$ cat config.mk
export PLATFORM = sky130hd
export DESIGN_NAME = sha_msg_framer
export DESIGN_NICKNAME = d
export VERILOG_FILES = /design/src/design/sha_framer_pkg.sv /design/src/design/sha_word_intake.sv /design/src/design/sha_block_builder.sv /design/src/design/sha_frame_ctrl.sv /design/src/design/sha_block_sender.sv /design/src/design/sha_msg_framer.sv
export VERILOG_INCLUDE_DIRS = /design/src /design/src/design
export SDC_FILE = /design/constraint.sdc
export NUM_CORES = 2
export LEC_CHECK = 0
export BUFFER_PORTS_ARGS = -buffer_cell sky130_fd_sc_hd__clkbuf_2
export CAP_MARGIN = 20
export CORE_AREA = 8 8 424 426
export CTS_BUF_LIST = sky130_fd_sc_hd__clkbuf_8
export CTS_CLUSTER_DIAMETER = 200
export DETAILED_ROUTE_END_ITERATION = 10
export DIE_AREA = 0 0 432 434
export PLACE_DENSITY_LB_ADDON = 0.3
export SETUP_SLACK_MARGIN = 0.5
export SLEW_MARGIN = 20
export SYNTH_ARGS = -nofsm -noshare
export SYNTH_HDL_FRONTEND = slang
export SYNTH_SLANG_ARGS = --single-unit
$ cat constraint.sdc
create_clock -name clk -period 65.8 [get_ports clk]
set_input_delay 13.16 -clock clk [delete_from_list [all_inputs] [get_ports clk]]
set_output_delay 13.16 -clock clk [all_outputs]
set_load 0.05 [all_outputs]
$ cat src/design/sha_framer_cfg.svh
//--------------------------------------------------------------------
// SHA-512 message framer widths
// Fixed sizes of the message word, the 1024-bit block, the bit-length
// field and the byte offset where the length no longer fits
//--------------------------------------------------------------------
`ifndef SHA_FRAMER_CFG_SVH
`define SHA_FRAMER_CFG_SVH

// Width of one message word from the host
`define SHA_WORD_W 32

// One SHA-512 message block
`define SHA_BLOCK_W 1024
`define SHA_WORDS_PER_BLOCK 32

// The bit length of the message sits in the last 128 bits of the final block
`define SHA_LEN_FIELD_W 128

// Data ending at this byte offset or later pushes the length into an extra block
`define SHA_PAD_LIMIT 112

// Width of the byte length given at start
`define SHA_MSG_LEN_W 32

`endif

$ cat src/design/sha_framer_pkg.sv
//--------------------------------------------------------------------
// SHA-512 message framer types and stage interfaces
// Vector types shared by the stages, the sequencer state encoding, and
// the word and block bundles that link intake, builder and sender
//--------------------------------------------------------------------
`include "sha_framer_cfg.svh"

package sha_framer_pkg;

  // One big-endian message word, first byte in bits 31:24
  typedef logic [`SHA_WORD_W-1:0] word_t;

  // One message block with word 0 in the top bits
  typedef logic [`SHA_BLOCK_W-1:0] block_t;

  // Message length in bytes
  typedef logic [`SHA_MSG_LEN_W-1:0] msg_len_t;

  // Block write pointer, the extra top bit flags a full block
  typedef logic [$clog2(`SHA_WORDS_PER_BLOCK):0] word_idx_t;

  // Byte offset inside one block
  typedef logic [$clog2(`SHA_BLOCK_W/8)-1:0] byte_off_t;

  // Sequencer states
  typedef enum logic [2:0] {
    FRAME_IDLE    = 3'd0,
    FRAME_BLOCK_0 = 3'd1,
    FRAME_BLOCK_N = 3'd2,
    FRAME_PAD0    = 3'd3,
    FRAME_PAD1    = 3'd4,
    FRAME_DONE    = 3'd5
  } frame_state_e;

endpackage

//--------------------------------------------------------------------
// Word path from the intake into the block register
//--------------------------------------------------------------------
interface word_if;
  import sha_framer_pkg::*;

  logic     word_we;
  word_t    word_data;
  // Length latched at start, used for padding long after start has gone
  msg_len_t msg_len;
  logic     msg_end;
  logic     block_full;

  modport intake (output word_we, word_data, msg_len, msg_end, input block_full);
  modport builder (input word_we, word_data, output block_full);
endinterface

//--------------------------------------------------------------------
// Finished block from the builder to the output sender
//--------------------------------------------------------------------
interface blk_if;
  import sha_framer_pkg::*;

  logic   blk_load;
  block_t blk_data;
  logic   blk_first;
  logic   blk_last;
  logic   blk_taken;

  modport builder (output blk_load, blk_data, blk_first, blk_last);
  modport sender (input blk_load, blk_data, blk_first, blk_last, output blk_taken);
endinterface

$ cat src/design/sha_word_intake.sv
//--------------------------------------------------------------------
// Message word intake
// Four-phase slave for the host data words; latches the message length
// and counts received bytes to flag the end of the message
//--------------------------------------------------------------------
`include "sha_framer_cfg.svh"

module sha_word_intake (
  input  logic                     clk,
  input  logic                     rst_b,
  input  logic                     start,
  input  sha_framer_pkg::msg_len_t msg_len,
  input  logic                     data_req,
  input  sha_framer_pkg::word_t    data_word,
  output logic                     data_ack,
  word_if.intake                   wr
);

  import sha_framer_pkg::*;

  // Length of the current message and bytes taken so far
  msg_len_t len_q;
  msg_len_t byte_cnt_q;
  logic     msg_end;
  logic     take_word;
  logic     start_ok;

  // The count runs in whole words, so the last word may overshoot the length
  assign msg_end = (byte_cnt_q >= len_q);

  // A new message only restarts the count once the previous one has all its words
  assign start_ok = start & msg_end;

  // A word is taken on the edge where ack rises
  // No ack while the block is full or after the last word has arrived
  assign take_word = data_req & ~data_ack & ~wr.block_full & ~msg_end;

  //------------------------------------------------------------------
  // Length and byte count
  //------------------------------------------------------------------
  always_ff @(posedge clk or negedge rst_b) begin
    if (!rst_b) begin
      len_q      <= '0;
      byte_cnt_q <= '0;
    end else if (start_ok) begin
      len_q      <= msg_len;
      byte_cnt_q <= '0;
    end else if (take_word) begin
      byte_cnt_q <= byte_cnt_q + msg_len_t'(`SHA_WORD_W / 8);
    end
  end

  //------------------------------------------------------------------
  // Four-phase slave
  //------------------------------------------------------------------
  always_ff @(posedge clk or negedge rst_b) begin
    if (!rst_b) begin
      data_ack <= 1'b0;
    end else if (!data_ack) begin
      // Raise ack one cycle after req, only when the word can be written
      if (take_word) begin
        data_ack <= 1'b1;
      end
    end else if (!data_req) begin
      // Host has dropped req, so close the handshake
      data_ack <= 1'b0;
    end
  end

  // Word goes to the block register on the same edge that raises ack
  assign wr.word_we   = take_word;
  assign wr.word_data = data_word;
  assign wr.msg_len   = len_q;
  assign wr.msg_end   = msg_end;

endmodule

$ cat src/design/sha_block_builder.sv
//--------------------------------------------------------------------
// SHA-512 block builder
// Holds the 32-word block register and its write pointer, and applies
// the end-of-message padding and the 128-bit length field
//--------------------------------------------------------------------
`include "sha_framer_cfg.svh"

module sha_block_builder (
  input  logic                     clk,
  input  logic                     rst_b,
  word_if.builder                  wr,
  input  sha_framer_pkg::msg_len_t msg_len,
  input  logic                     clear_ptr,
  input  logic                     pad_cmd,
  input  logic                     len_cmd,
  input  logic                     emit,
  input  logic                     first,
  input  logic                     last,
  output logic                     extra_pad,
  blk_if.builder                   out
);

  import sha_framer_pkg::*;

  localparam int WORD_IDX_W = $clog2(`SHA_WORDS_PER_BLOCK);

  word_idx_t wptr_q;
  block_t    blk_q;

  // Padding terms
  byte_off_t                   data_bytes;
  logic [9:0]                  byte_shift;
  logic [`SHA_LEN_FIELD_W-1:0] len_bits;
  block_t                      keep_mask;
  block_t                      pad_marker;
  block_t                      pad_blk;
  block_t                      len_blk;

  //------------------------------------------------------------------
  // Write pointer
  //------------------------------------------------------------------
  // The pointer runs one past the last word, and its top bit is the full flag
  always_ff @(posedge clk or negedge rst_b) begin
    if (!rst_b) begin
      wptr_q <= '0;
    end else if (clear_ptr) begin
      wptr_q <= '0;
    end else if (wr.word_we) begin
      wptr_q <= wptr_q + word_idx_t'(1);
    end
  end

  assign wr.block_full = wptr_q[WORD_IDX_W];

  //------------------------------------------------------------------
  // Padding
  //------------------------------------------------------------------
  // Bytes of message data in the final block
  assign data_bytes = byte_off_t'(msg_len);

  // When the data reaches byte 112 the length needs a block of its own
  assign extra_pad = (data_bytes >= `SHA_PAD_LIMIT);

  // Shift in bits, wide enough for a whole block of bytes
  assign byte_shift = {data_bytes, 3'b000};

  // Message length in bits, right-aligned in the 128-bit field
  assign len_bits = {{(`SHA_LEN_FIELD_W - `SHA_MSG_LEN_W - 3){1'b0}}, msg_len, 3'b000};

  // Second pad block is all zero apart from the length
  assign len_blk = {{(`SHA_BLOCK_W - `SHA_LEN_FIELD_W){1'b0}}, len_bits};

  always_comb begin
    // Ones over the data bytes, which sit at the top of the block
    keep_mask  = ~({`SHA_BLOCK_W{1'b1}} >> byte_shift);
    // Pad byte lands on the first byte past the data
    pad_marker = {8'h80, {(`SHA_BLOCK_W - 8){1'b0}}} >> byte_shift;
    pad_blk    = (blk_q & keep_mask) | pad_marker;
    // Length goes in the low 16 bytes when the data leaves room for it
    if (!extra_pad) begin
      pad_blk[`SHA_LEN_FIELD_W-1:0] = len_bits;
    end
  end

  //------------------------------------------------------------------
  // Block register
  //------------------------------------------------------------------
  // The intake never writes while a pad command is issued
  always_ff @(posedge clk) begin
    if (wr.word_we) begin
      blk_q[`SHA_BLOCK_W - 1 - `SHA_WORD_W * wptr_q[WORD_IDX_W-1:0] -: `SHA_WORD_W]
        <= wr.word_data;
    end else if (pad_cmd) begin
      blk_q <= pad_blk;
    end else if (len_cmd) begin
      blk_q <= len_blk;
    end
  end

  // Sender copies the block and its flags when emit is high
  assign out.blk_load  = emit;
  assign out.blk_data  = blk_q;
  assign out.blk_first = first;
  assign out.blk_last  = last;

endmodule

$ cat src/design/sha_frame_ctrl.sv
//--------------------------------------------------------------------
// SHA-512 framing sequencer
// Steps a message through its data blocks and pad blocks, and hands
// each finished block to the sender one at a time
//--------------------------------------------------------------------
module sha_frame_ctrl (
  input  logic clk,
  input  logic rst_b,
  input  logic start,
  input  logic block_full,
  input  logic msg_end,
  input  logic extra_pad,
  input  logic blk_taken,
  output logic clear_ptr,
  output logic pad_cmd,
  output logic len_cmd,
  output logic emit,
  output logic first,
  output logic last,
  output logic busy
);

  import sha_framer_pkg::*;

  frame_state_e state_q;
  frame_state_e state_nxt;

  // High from emit until the receiver has taken the block
  logic pending_q;
  logic pending_nxt;

  // The pad block is also the first block when the message fits in one
  logic pad_first_q;

  always_comb begin
    state_nxt   = state_q;
    pending_nxt = pending_q;
    clear_ptr   = 1'b0;
    pad_cmd     = 1'b0;
    len_cmd     = 1'b0;
    emit        = 1'b0;
    first       = 1'b0;
    last        = 1'b0;

    case (state_q)
      // A new message may start in DONE as well, since busy is already low
      FRAME_IDLE, FRAME_DONE: begin
        state_nxt = FRAME_IDLE;
        if (start) begin
          state_nxt   = FRAME_BLOCK_0;
          clear_ptr   = 1'b1;
          pending_nxt = 1'b0;
        end
      end
      FRAME_BLOCK_0, FRAME_BLOCK_N: begin
        first = (state_q == FRAME_BLOCK_0);
        if (pending_q) begin
          // Block is gone, so the register is free for the next words
          if (blk_taken) begin
            clear_ptr   = 1'b1;
            pending_nxt = 1'b0;
            state_nxt   = FRAME_BLOCK_N;
          end
        end else if (block_full) begin
          emit        = 1'b1;
          pending_nxt = 1'b1;
        end else if (msg_end) begin
          // All words are in and the block has room, so pad it in place
          pad_cmd   = 1'b1;
          state_nxt = FRAME_PAD0;
        end
      end
      FRAME_PAD0: begin
        first = pad_first_q;
        last  = ~extra_pad;
        if (!pending_q) begin
          // Padded block was written on the edge into this state
          emit        = 1'b1;
          pending_nxt = 1'b1;
        end else if (blk_taken) begin
          pending_nxt = 1'b0;
          if (extra_pad) begin
            // Length block is written on the way into PAD1
            len_cmd   = 1'b1;
            state_nxt = FRAME_PAD1;
          end else begin
            state_nxt = FRAME_DONE;
          end
        end
      end
      FRAME_PAD1: begin
        last = 1'b1;
        if (!pending_q) begin
          emit        = 1'b1;
          pending_nxt = 1'b1;
        end else if (blk_taken) begin
          pending_nxt = 1'b0;
          state_nxt   = FRAME_DONE;
        end
      end
      default: begin
        state_nxt   = FRAME_IDLE;
        pending_nxt = 1'b0;
      end
    endcase
  end

  always_ff @(posedge clk or negedge rst_b) begin
    if (!rst_b) begin
      state_q     <= FRAME_IDLE;
      pending_q   <= 1'b0;
      pad_first_q <= 1'b0;
    end else begin
      state_q   <= state_nxt;
      pending_q <= pending_nxt;
      if (pad_cmd) begin
        pad_first_q <= (state_q == FRAME_BLOCK_0);
      end
    end
  end

  // Busy drops on entry to DONE, one cycle after the last ack falls
  assign busy = (state_q != FRAME_IDLE) && (state_q != FRAME_DONE);

endmodule

$ cat src/design/sha_block_sender.sv
//--------------------------------------------------------------------
// SHA-512 block sender
// Four-phase master that holds a finished block and its flags stable
// until the receiver has completed the handshake
//--------------------------------------------------------------------
module sha_block_sender (
  input  logic                   clk,
  input  logic                   rst_b,
  blk_if.sender                  in,
  input  logic                   blk_ack,
  output logic                   blk_req,
  output sha_framer_pkg::block_t blk_data,
  output logic                   blk_first,
  output logic                   blk_last
);

  // Req has dropped and the receiver has yet to release ack
  logic wait_low_q;

  //------------------------------------------------------------------
  // Block and flag hold registers
  //------------------------------------------------------------------
  // Loaded only at blk_load, so they stay stable through the whole handshake
  always_ff @(posedge clk) begin
    if (in.blk_load) begin
      blk_data  <= in.blk_data;
      blk_first <= in.blk_first;
      blk_last  <= in.blk_last;
    end
  end

  //------------------------------------------------------------------
  // Four-phase master
  //------------------------------------------------------------------
  always_ff @(posedge clk or negedge rst_b) begin
    if (!rst_b) begin
      blk_req    <= 1'b0;
      wait_low_q <= 1'b0;
    end else if (in.blk_load) begin
      // Req rises on the cycle after the load
      blk_req <= 1'b1;
    end else if (blk_req && blk_ack) begin
      blk_req    <= 1'b0;
      wait_low_q <= 1'b1;
    end else if (wait_low_q && !blk_ack) begin
      wait_low_q <= 1'b0;
    end
  end

  // Single pulse in the cycle the released ack is first seen
  assign in.blk_taken = wait_low_q & ~blk_ack;

endmodule

$ cat src/design/sha_msg_framer.sv
//--------------------------------------------------------------------
// SHA-512 message framer
// Turns a stream of 32-bit host words into padded 1024-bit blocks,
// each offered to the hash core over a four-phase handshake
//--------------------------------------------------------------------
module sha_msg_framer (
  input  logic                     clk,
  input  logic                     rst_b,
  // Message start, msg_len is sampled with the start pulse
  input  logic                     start,
  input  sha_framer_pkg::msg_len_t msg_len,
  // Host word handshake
  input  logic                     data_req,
  input  sha_framer_pkg::word_t    data_word,
  output logic                     data_ack,
  // Block handshake towards the core
  output logic                     blk_req,
  input  logic                     blk_ack,
  output sha_framer_pkg::block_t   blk_data,
  output logic                     blk_first,
  output logic                     blk_last,
  output logic                     busy
);

  // Sequencer commands to the builder
  logic clear_ptr;
  logic pad_cmd;
  logic len_cmd;
  logic emit;
  logic first;
  logic last;
  logic extra_pad;

  word_if word_bus ();
  blk_if  blk_bus ();

  sha_word_intake i_word_intake (
    .clk       (clk),
    .rst_b     (rst_b),
    .start     (start),
    .msg_len   (msg_len),
    .data_req  (data_req),
    .data_word (data_word),
    .data_ack  (data_ack),
    .wr        (word_bus)
  );

  // Builder pads against the length latched by the intake
  sha_block_builder i_block_builder (
    .clk       (clk),
    .rst_b     (rst_b),
    .wr        (word_bus),
    .msg_len   (word_bus.msg_len),
    .clear_ptr (clear_ptr),
    .pad_cmd   (pad_cmd),
    .len_cmd   (len_cmd),
    .emit      (emit),
    .first     (first),
    .last      (last),
    .extra_pad (extra_pad),
    .out       (blk_bus)
  );

  sha_frame_ctrl i_frame_ctrl (
    .clk        (clk),
    .rst_b      (rst_b),
    .start      (start),
    .block_full (word_bus.block_full),
    .msg_end    (word_bus.msg_end),
    .extra_pad  (extra_pad),
    .blk_taken  (blk_bus.blk_taken),
    .clear_ptr  (clear_ptr),
    .pad_cmd    (pad_cmd),
    .len_cmd    (len_cmd),
    .emit       (emit),
    .first      (first),
    .last       (last),
    .busy       (busy)
  );

  sha_block_sender i_block_sender (
    .clk       (clk),
    .rst_b     (rst_b),
    .in        (blk_bus),
    .blk_ack   (blk_ack),
    .blk_req   (blk_req),
    .blk_data  (blk_data),
    .blk_first (blk_first),
    .blk_last  (blk_last)
  );

endmodule

== After elaboration in Yosys (flattened, before gate mapping) ==
Index checks and enable logic that the tools add are counted.

* Register bits after elaboration: 2128
* Bits of input ports: 69
* Output and inout port bits: 1029

* Add/subtract/negate cells: 4
* $lt $le $gt $ge: 2
* Eq/ne operators: 14
* Shifts and indexed selects: 4
* Muxes and demuxes: 50
* Bitwise operators: 14
* Reduce and logical (&&, ||, !) cells: 16

{| class="wikitable"
|+ Operator list
! cell !! count
|-
| $mux W1024 || 3
|-
| $shr A1024 B10 Y1024 const A || 2
|-
| $shift A32 B34 Y1055 const A || 1
|-
| $shiftx A32 B34 Y1055 || 1
|-
| $and A1024 B1024 Y1024 || 1
|-
| $bwmux W1024 || 1
|-
| $not A1024 Y1024 || 1
|-
| $or A1024 B1024 Y1024 || 1
|-
| $mux W128 || 1
|-
| $mux W32 || 2
|-
| $neg A32 Y34 || 1
|-
| $add A32 B3 Y32 const B || 1
|-
| $ge A32 B32 Y1 || 1
|-
| $mux W1 || 27
|-
| $mux W3 || 8
|-
| $mux W6 || 2
|-
| $pmux W3 S4 || 1
|-
| $sub A10 B10 Y11 const A || 1
|-
| $pmux W1 S2 || 4
|-
| $reduce_bool A2 Y1 || 4
|-
| $ge A7 B7 Y1 const B || 1
|-
| $reduce_and A7 Y1 || 1
|-
| $add A6 B1 Y6 const B || 1
|-
| $eq A3 B2 Y1 const B || 2
|-
| other kinds (15) || 35
|}

== Logic depth before layout (Yosys ltp) ==
* Depth in word-level cells: 8
* Depth in mapped cells: 16

== Modules after synthesis ==
A second synthesis with hierarchy kept.

* Cell total of the unflattened synthesis: 4559
* Area total of the unflattened synthesis: 81597.0 µm²

{| class="wikitable"
|+ Modules (own cells, without submodules)
! module !! times used !! cells an instance !! area each (µm²)
|-
| sha_block_builder || 1 || 3078 || 46304.4
|-
| sha_block_sender || 1 || 1033 || 30893.4
|-
| sha_word_intake || 1 || 384 || 3946.3
|-
| sha_frame_ctrl || 1 || 64 || 452.9
|}

== Least setup slack after synthesis ==
No wires, ideal clock.

* Path type: reg-to-reg
* Start point: register i_frame_ctrl.state_q[0]
* End point: register i_block_sender.blk_data[0], enable pin
* Setup time: 1.367 ns
* Arrival: 21.049 ns
* Setup slack: 43.384 ns
* Stages on the path, launching flop included: 8
* Buffers on the path: 2
* Period minus slack after synthesis: 22.416 ns
* Cell sequence: dfrtp_1 > buf_2 > clkbuf_1 > nand2_1 > a21oi_1 > nor2_1 > or2_2 > inv_1

* Longest elaborated chain between the ends: 3
* Elaborated cells between the ends (all ways): 7
* Those cells by class: eq/ne (4); mux (1); reduce/logical (2)

{| class="wikitable"
|+ Ends and longest elaborated chain
! element !! line !! source
|-
| start, declared || sha_frame_ctrl.sv:25 || <nowiki>frame_state_e state_q;</nowiki>
|-
| start signal, assigned || sha_frame_ctrl.sv:114 || <nowiki>state_q <= state_nxt;</nowiki>
|-
| $eq A3 B2 Y1 (tied with other cells) || sha_frame_ctrl.sv:45 || <nowiki>case (state_q)</nowiki>
|-
| $reduce_or A2 Y1 (on tied branches) || -- ||
|-
| $pmux W1 S2 * || sha_frame_ctrl.sv:45 ||
|-
| via blk_bus.blk_load || sha_framer_pkg.sv:60 || <nowiki>logic blk_load;</nowiki>
|-
| end signal, assigned || sha_block_sender.sv:26 || <nowiki>blk_data <= in.blk_data;</nowiki>
|-
| end, declared || sha_block_sender.sv:12 || <nowiki>output sha_framer_pkg::block_t blk_data,</nowiki>
|}

The timed path passes the listed nets; every way through them passes the cells marked *.
A chain may end at the register's enable or synchronous reset.

== Worst setup path after layout ==
* Start point: register i_frame_ctrl.state_q[0]
* End point: output port busy

* Longest elaborated chain between the ends: 2
* Elaborated cells between the ends (all ways): 3
* Those cells by class: eq/ne (1); reduce/logical (2)

{| class="wikitable"
|+ Ends and longest elaborated chain
! element !! line !! source
|-
| $ne A3 B3 Y1 or $reduce_bool A3 Y1 (tied branches) || sha_frame_ctrl.sv:123 || <nowiki>assign busy = (state_q != FRAME_IDLE) && (state_q != FRAME_DONE);</nowiki>
|-
| $logic_and A1 B1 Y1 * || sha_frame_ctrl.sv:123 ||
|-
| end, declared || sha_msg_framer.sv:22 || <nowiki>output logic busy</nowiki>
|}

Every way passes the cells marked *; elsewhere a longest branch is shown, timed or not.

==> reports/qor.yml <==
outcome: "finished clean"
synth_xor_area_frac: 0.00249
leakage_uw: 0.0352
post-route-cell-area_sq_um: 95900
grt_start_max_net_pins: 154
fp.dieArea_sq_um: 187000
tightestPinTransition_ps: 1240
final_common_cell: "edfxtp_1"
crit_path_max_fanout: 17
antenna_found_initial: 30
drt-vias-per-instance: 6.44
cts_setup_buffers: 0
syn_area_sq_um: 80900
synthSimpleGateAreaFrac: 0.0501
placed_cells: 8071
cap_viol_max_count: 0
h-tree-depth: 5
maxSlewHeadroom: 0.173
clk_latency_ps: 1130
synth-async-reset-ratio: 0.0357
overflow: 0
drv_slew: 0
cts_made_buffers: 355
clk_path_buf_depth: 4
ioPinCount: 1098
final_cell_mix: "edfxtp_1 (2,050), clkbuf_2 (1,094), a32o_1 (408)"
finalNonFillerCells: 8692
hold_path.class: "flop to flop"
synth-compound-area-share: 0.136
wl_per_cell_microns: 37.0
clk_pin_slew_ps: 60
syn_nets: 4972
ctsResizeCount: 0
finalWorstSetupSlack_ps: 50090
max_freq_mhz: 63.6
place.gp.congestion: 0.920
finalCritPeriodShare: 0.239
seq_area_frac_synth: 0.784
fin_skew_ps: 88.7
netlist_instances: 4866
muxShareOfSynthArea: 0.000510
path_class: "flop to output port"
wirelength_mm: 321
grt_pass1_wl_mm: 431
finalHoldViolCount: 0
ctsHoldBuffers: 0
dr.pass1.iters: 9
endpoint_kind: "output port"
fp.dieW_microns: 432
n_fill_cell: 13837
synth-edff-count: 2050
dpl_cell_area_sq_um: 89600
ys_types: 76
cts_sinks: 2126
syn_avg_cell_area_sq_um: 16.6
die_y_microns: 434
start_util: 0.468
synth-seq-cells: 2126
drive_above_1_share: 0.278
io_buffers: 1097
tns_ps: 0
min_period_ps: 15710
drc_errors: 0
peakVddDrop_mv: 0.0287
grt_pass1_vias: 53254
synth_fa_ha_area_frac: 0.00572
dr_total_vias: 56006
critPathLaunchType: "flop"
final_nets: 6214
grt_use_total: 0.329
setup_viol: 0
rows: 153
critPathArrivalTime_ps: 2550
place_hpwl_mm: 218
place_ws_ps: 48880
finish.utilization: 0.555
drtAntennaViolNets: 0
drtIter0Drc: 8234
area_growth_pct: 18.5
synth_top_family_by_area: "compound AO/OA/AOI/OAI gates"
cts_tree: "done"
core-area_sq_um: 173000
cts_root_buffer: "clkbuf_8"
powerDensity_nw_per_um2: 36.3
synth_flop_cell: "edfxtp_1"
synth_warnings: 0
grt_setup_unrepaired: "no"
critical_path_required_ps: 52640
==> worst max-delay path: stages, from the launching register on <==
cell	delay, ps
dfrtp_1	650
nor2b_1	140
or3_1	360
clkbuf_2	290
==> stage by stage <==
| step | total power, uW | hold WS [ps] |
|---|---|---|
| global route | 3570 | 423 |
| finish | 3480 | 393 |
| global placement | 2430 | 409 |
| CTS | 3480 | 406 |
| detailed placement | 2430 | 411 |
| floorplan | 2330 | 400 |
==> power by group <==
group | leakage [uW] | total [uW] | switching [uW] | internal, uW
logic | 0.0106 | 698 | 602 | 95.6
clock network | 0.00352 | 1070 | 537 | 534
registers | 0.0211 | 1710 | 75.8 | 1640
==> cells by family (layout without fill, tap and decap cells) <==
family	Yosys count	count (layout)
flops	2126	2126
compound gates	1363	1363
simple gates	894	894
buf+inv	419	1905
fa+ha+maj	37	37
xor+xnor	23	23
mux	4	4
other cells	0	15
==> routing by layer <==
metal / wire length (microns) / GRT usage / vias up
met5: 198 / 0 / -
met4: 27500 / 0.237 / 20
met3: 37300 / 0.0927 / 978
met2: 147000 / 0.506 / 4559
met1: 110000 / 0.401 / 28120
li1: - / - / 22329
==> cell type report <==
cell class                      count  area (sq um)  area share
Antenna cell                       15          37.5    0.000391
Clock inverter                    241          1200      0.0125
Clock buffer                      360          4950      0.0517
Multi-Input combinational cell   2321         16300       0.170
Sequential cell                  2126         63500       0.662
Timing Repair Buffer             1243          6810      0.0710
Inverter                           61           236     0.00247
Tap cell                         2325          2910      0.0303
==> synthesized netlist by cell type (5+ instances only) <==
library cell / number / area (sq um)
edfxtp_1: 2050 / 61600
a32o_1: 408 / 4080
nand2_1: 380 / 1430
o21ai_0: 279 / 1400
clkbuf_1: 239 / 897
a2bb2o_1: 205 / 2050
nand3_1: 202 / 1010
nor2_1: 153 / 574
a21oi_1: 125 / 626
buf_2: 85 / 425
o2bb2ai_1: 78 / 683
dfrtp_1: 76 / 1900
inv_1: 59 / 221
o22ai_1: 57 / 357
ha_1: 37 / 463
o221ai_1: 35 / 307
nor3_1: 30 / 150
o211ai_1: 30 / 225
buf_1: 25 / 93.8
nand4_1: 24 / 150
xnor2_1: 23 / 201
o32ai_1: 16 / 140
or3_1: 16 / 100
a21o_1: 14 / 105
a221o_1: 14 / 140
and3_1: 13 / 81.3
a31oi_1: 12 / 75.1
nand2b_1: 11 / 68.8
nor4_1: 11 / 68.8
o21ai_1: 11 / 55.1
a211oi_2: 10 / 125
nand3b_1: 10 / 75.1
a22oi_1: 8 / 60.1
nor2b_1: 8 / 50.1
and2_1: 7 / 43.8
buf_4: 7 / 52.6
o21a_1: 7 / 52.6
o31ai_1: 7 / 52.6
a211o_1: 6 / 52.6
a32oi_1: 6 / 52.6
nor4b_1: 5 / 43.8
==> sequential cells by signal (all words and copies together), names as in the netlist <==
name,flops
i_block_builder.out.blk_data,1024
i_block_builder.wptr_q,6
i_block_sender.blk_data,1024
i_block_sender.blk_first,1
i_block_sender.blk_last,1
i_block_sender.blk_req,1
i_block_sender.wait_low_q,1
i_frame_ctrl.pad_first_q,1
i_frame_ctrl.pending_q,1
i_frame_ctrl.state_q,3
i_word_intake.byte_cnt_q,30
i_word_intake.data_ack,1
i_word_intake.wr.msg_len,32
==> final timing paths <==
check	startpoint	to	slack, ps	cells after the start
setup / recovery	i_frame_ctrl.state_q[0]$_DFFE_PN0P_	busy	50090	3
min in group asynchronous	rst_b	i_word_intake.wr.msg_len[14]$_DFFE_PN0P_	12120	1
hold reg to reg	i_block_builder.out.blk_data[645]$_DFFE_PP_	i_block_sender.blk_data[645]$_DFFE_PP_	390	0
max in group asynchronous	rst_b	i_word_intake.wr.msg_len[6]$_DFFE_PN0P_	53110	1
setup reg to reg	i_word_intake.wr.msg_len[2]$_DFFE_PN0P_	i_block_builder.out.blk_data[591]$_DFFE_PP_	60030	13
hold / removal	i_block_builder.out.blk_data[645]$_DFFE_PP_	i_block_sender.blk_data[645]$_DFFE_PP_	390	0
No activity file was read; power rests on OpenSTA's default activity.
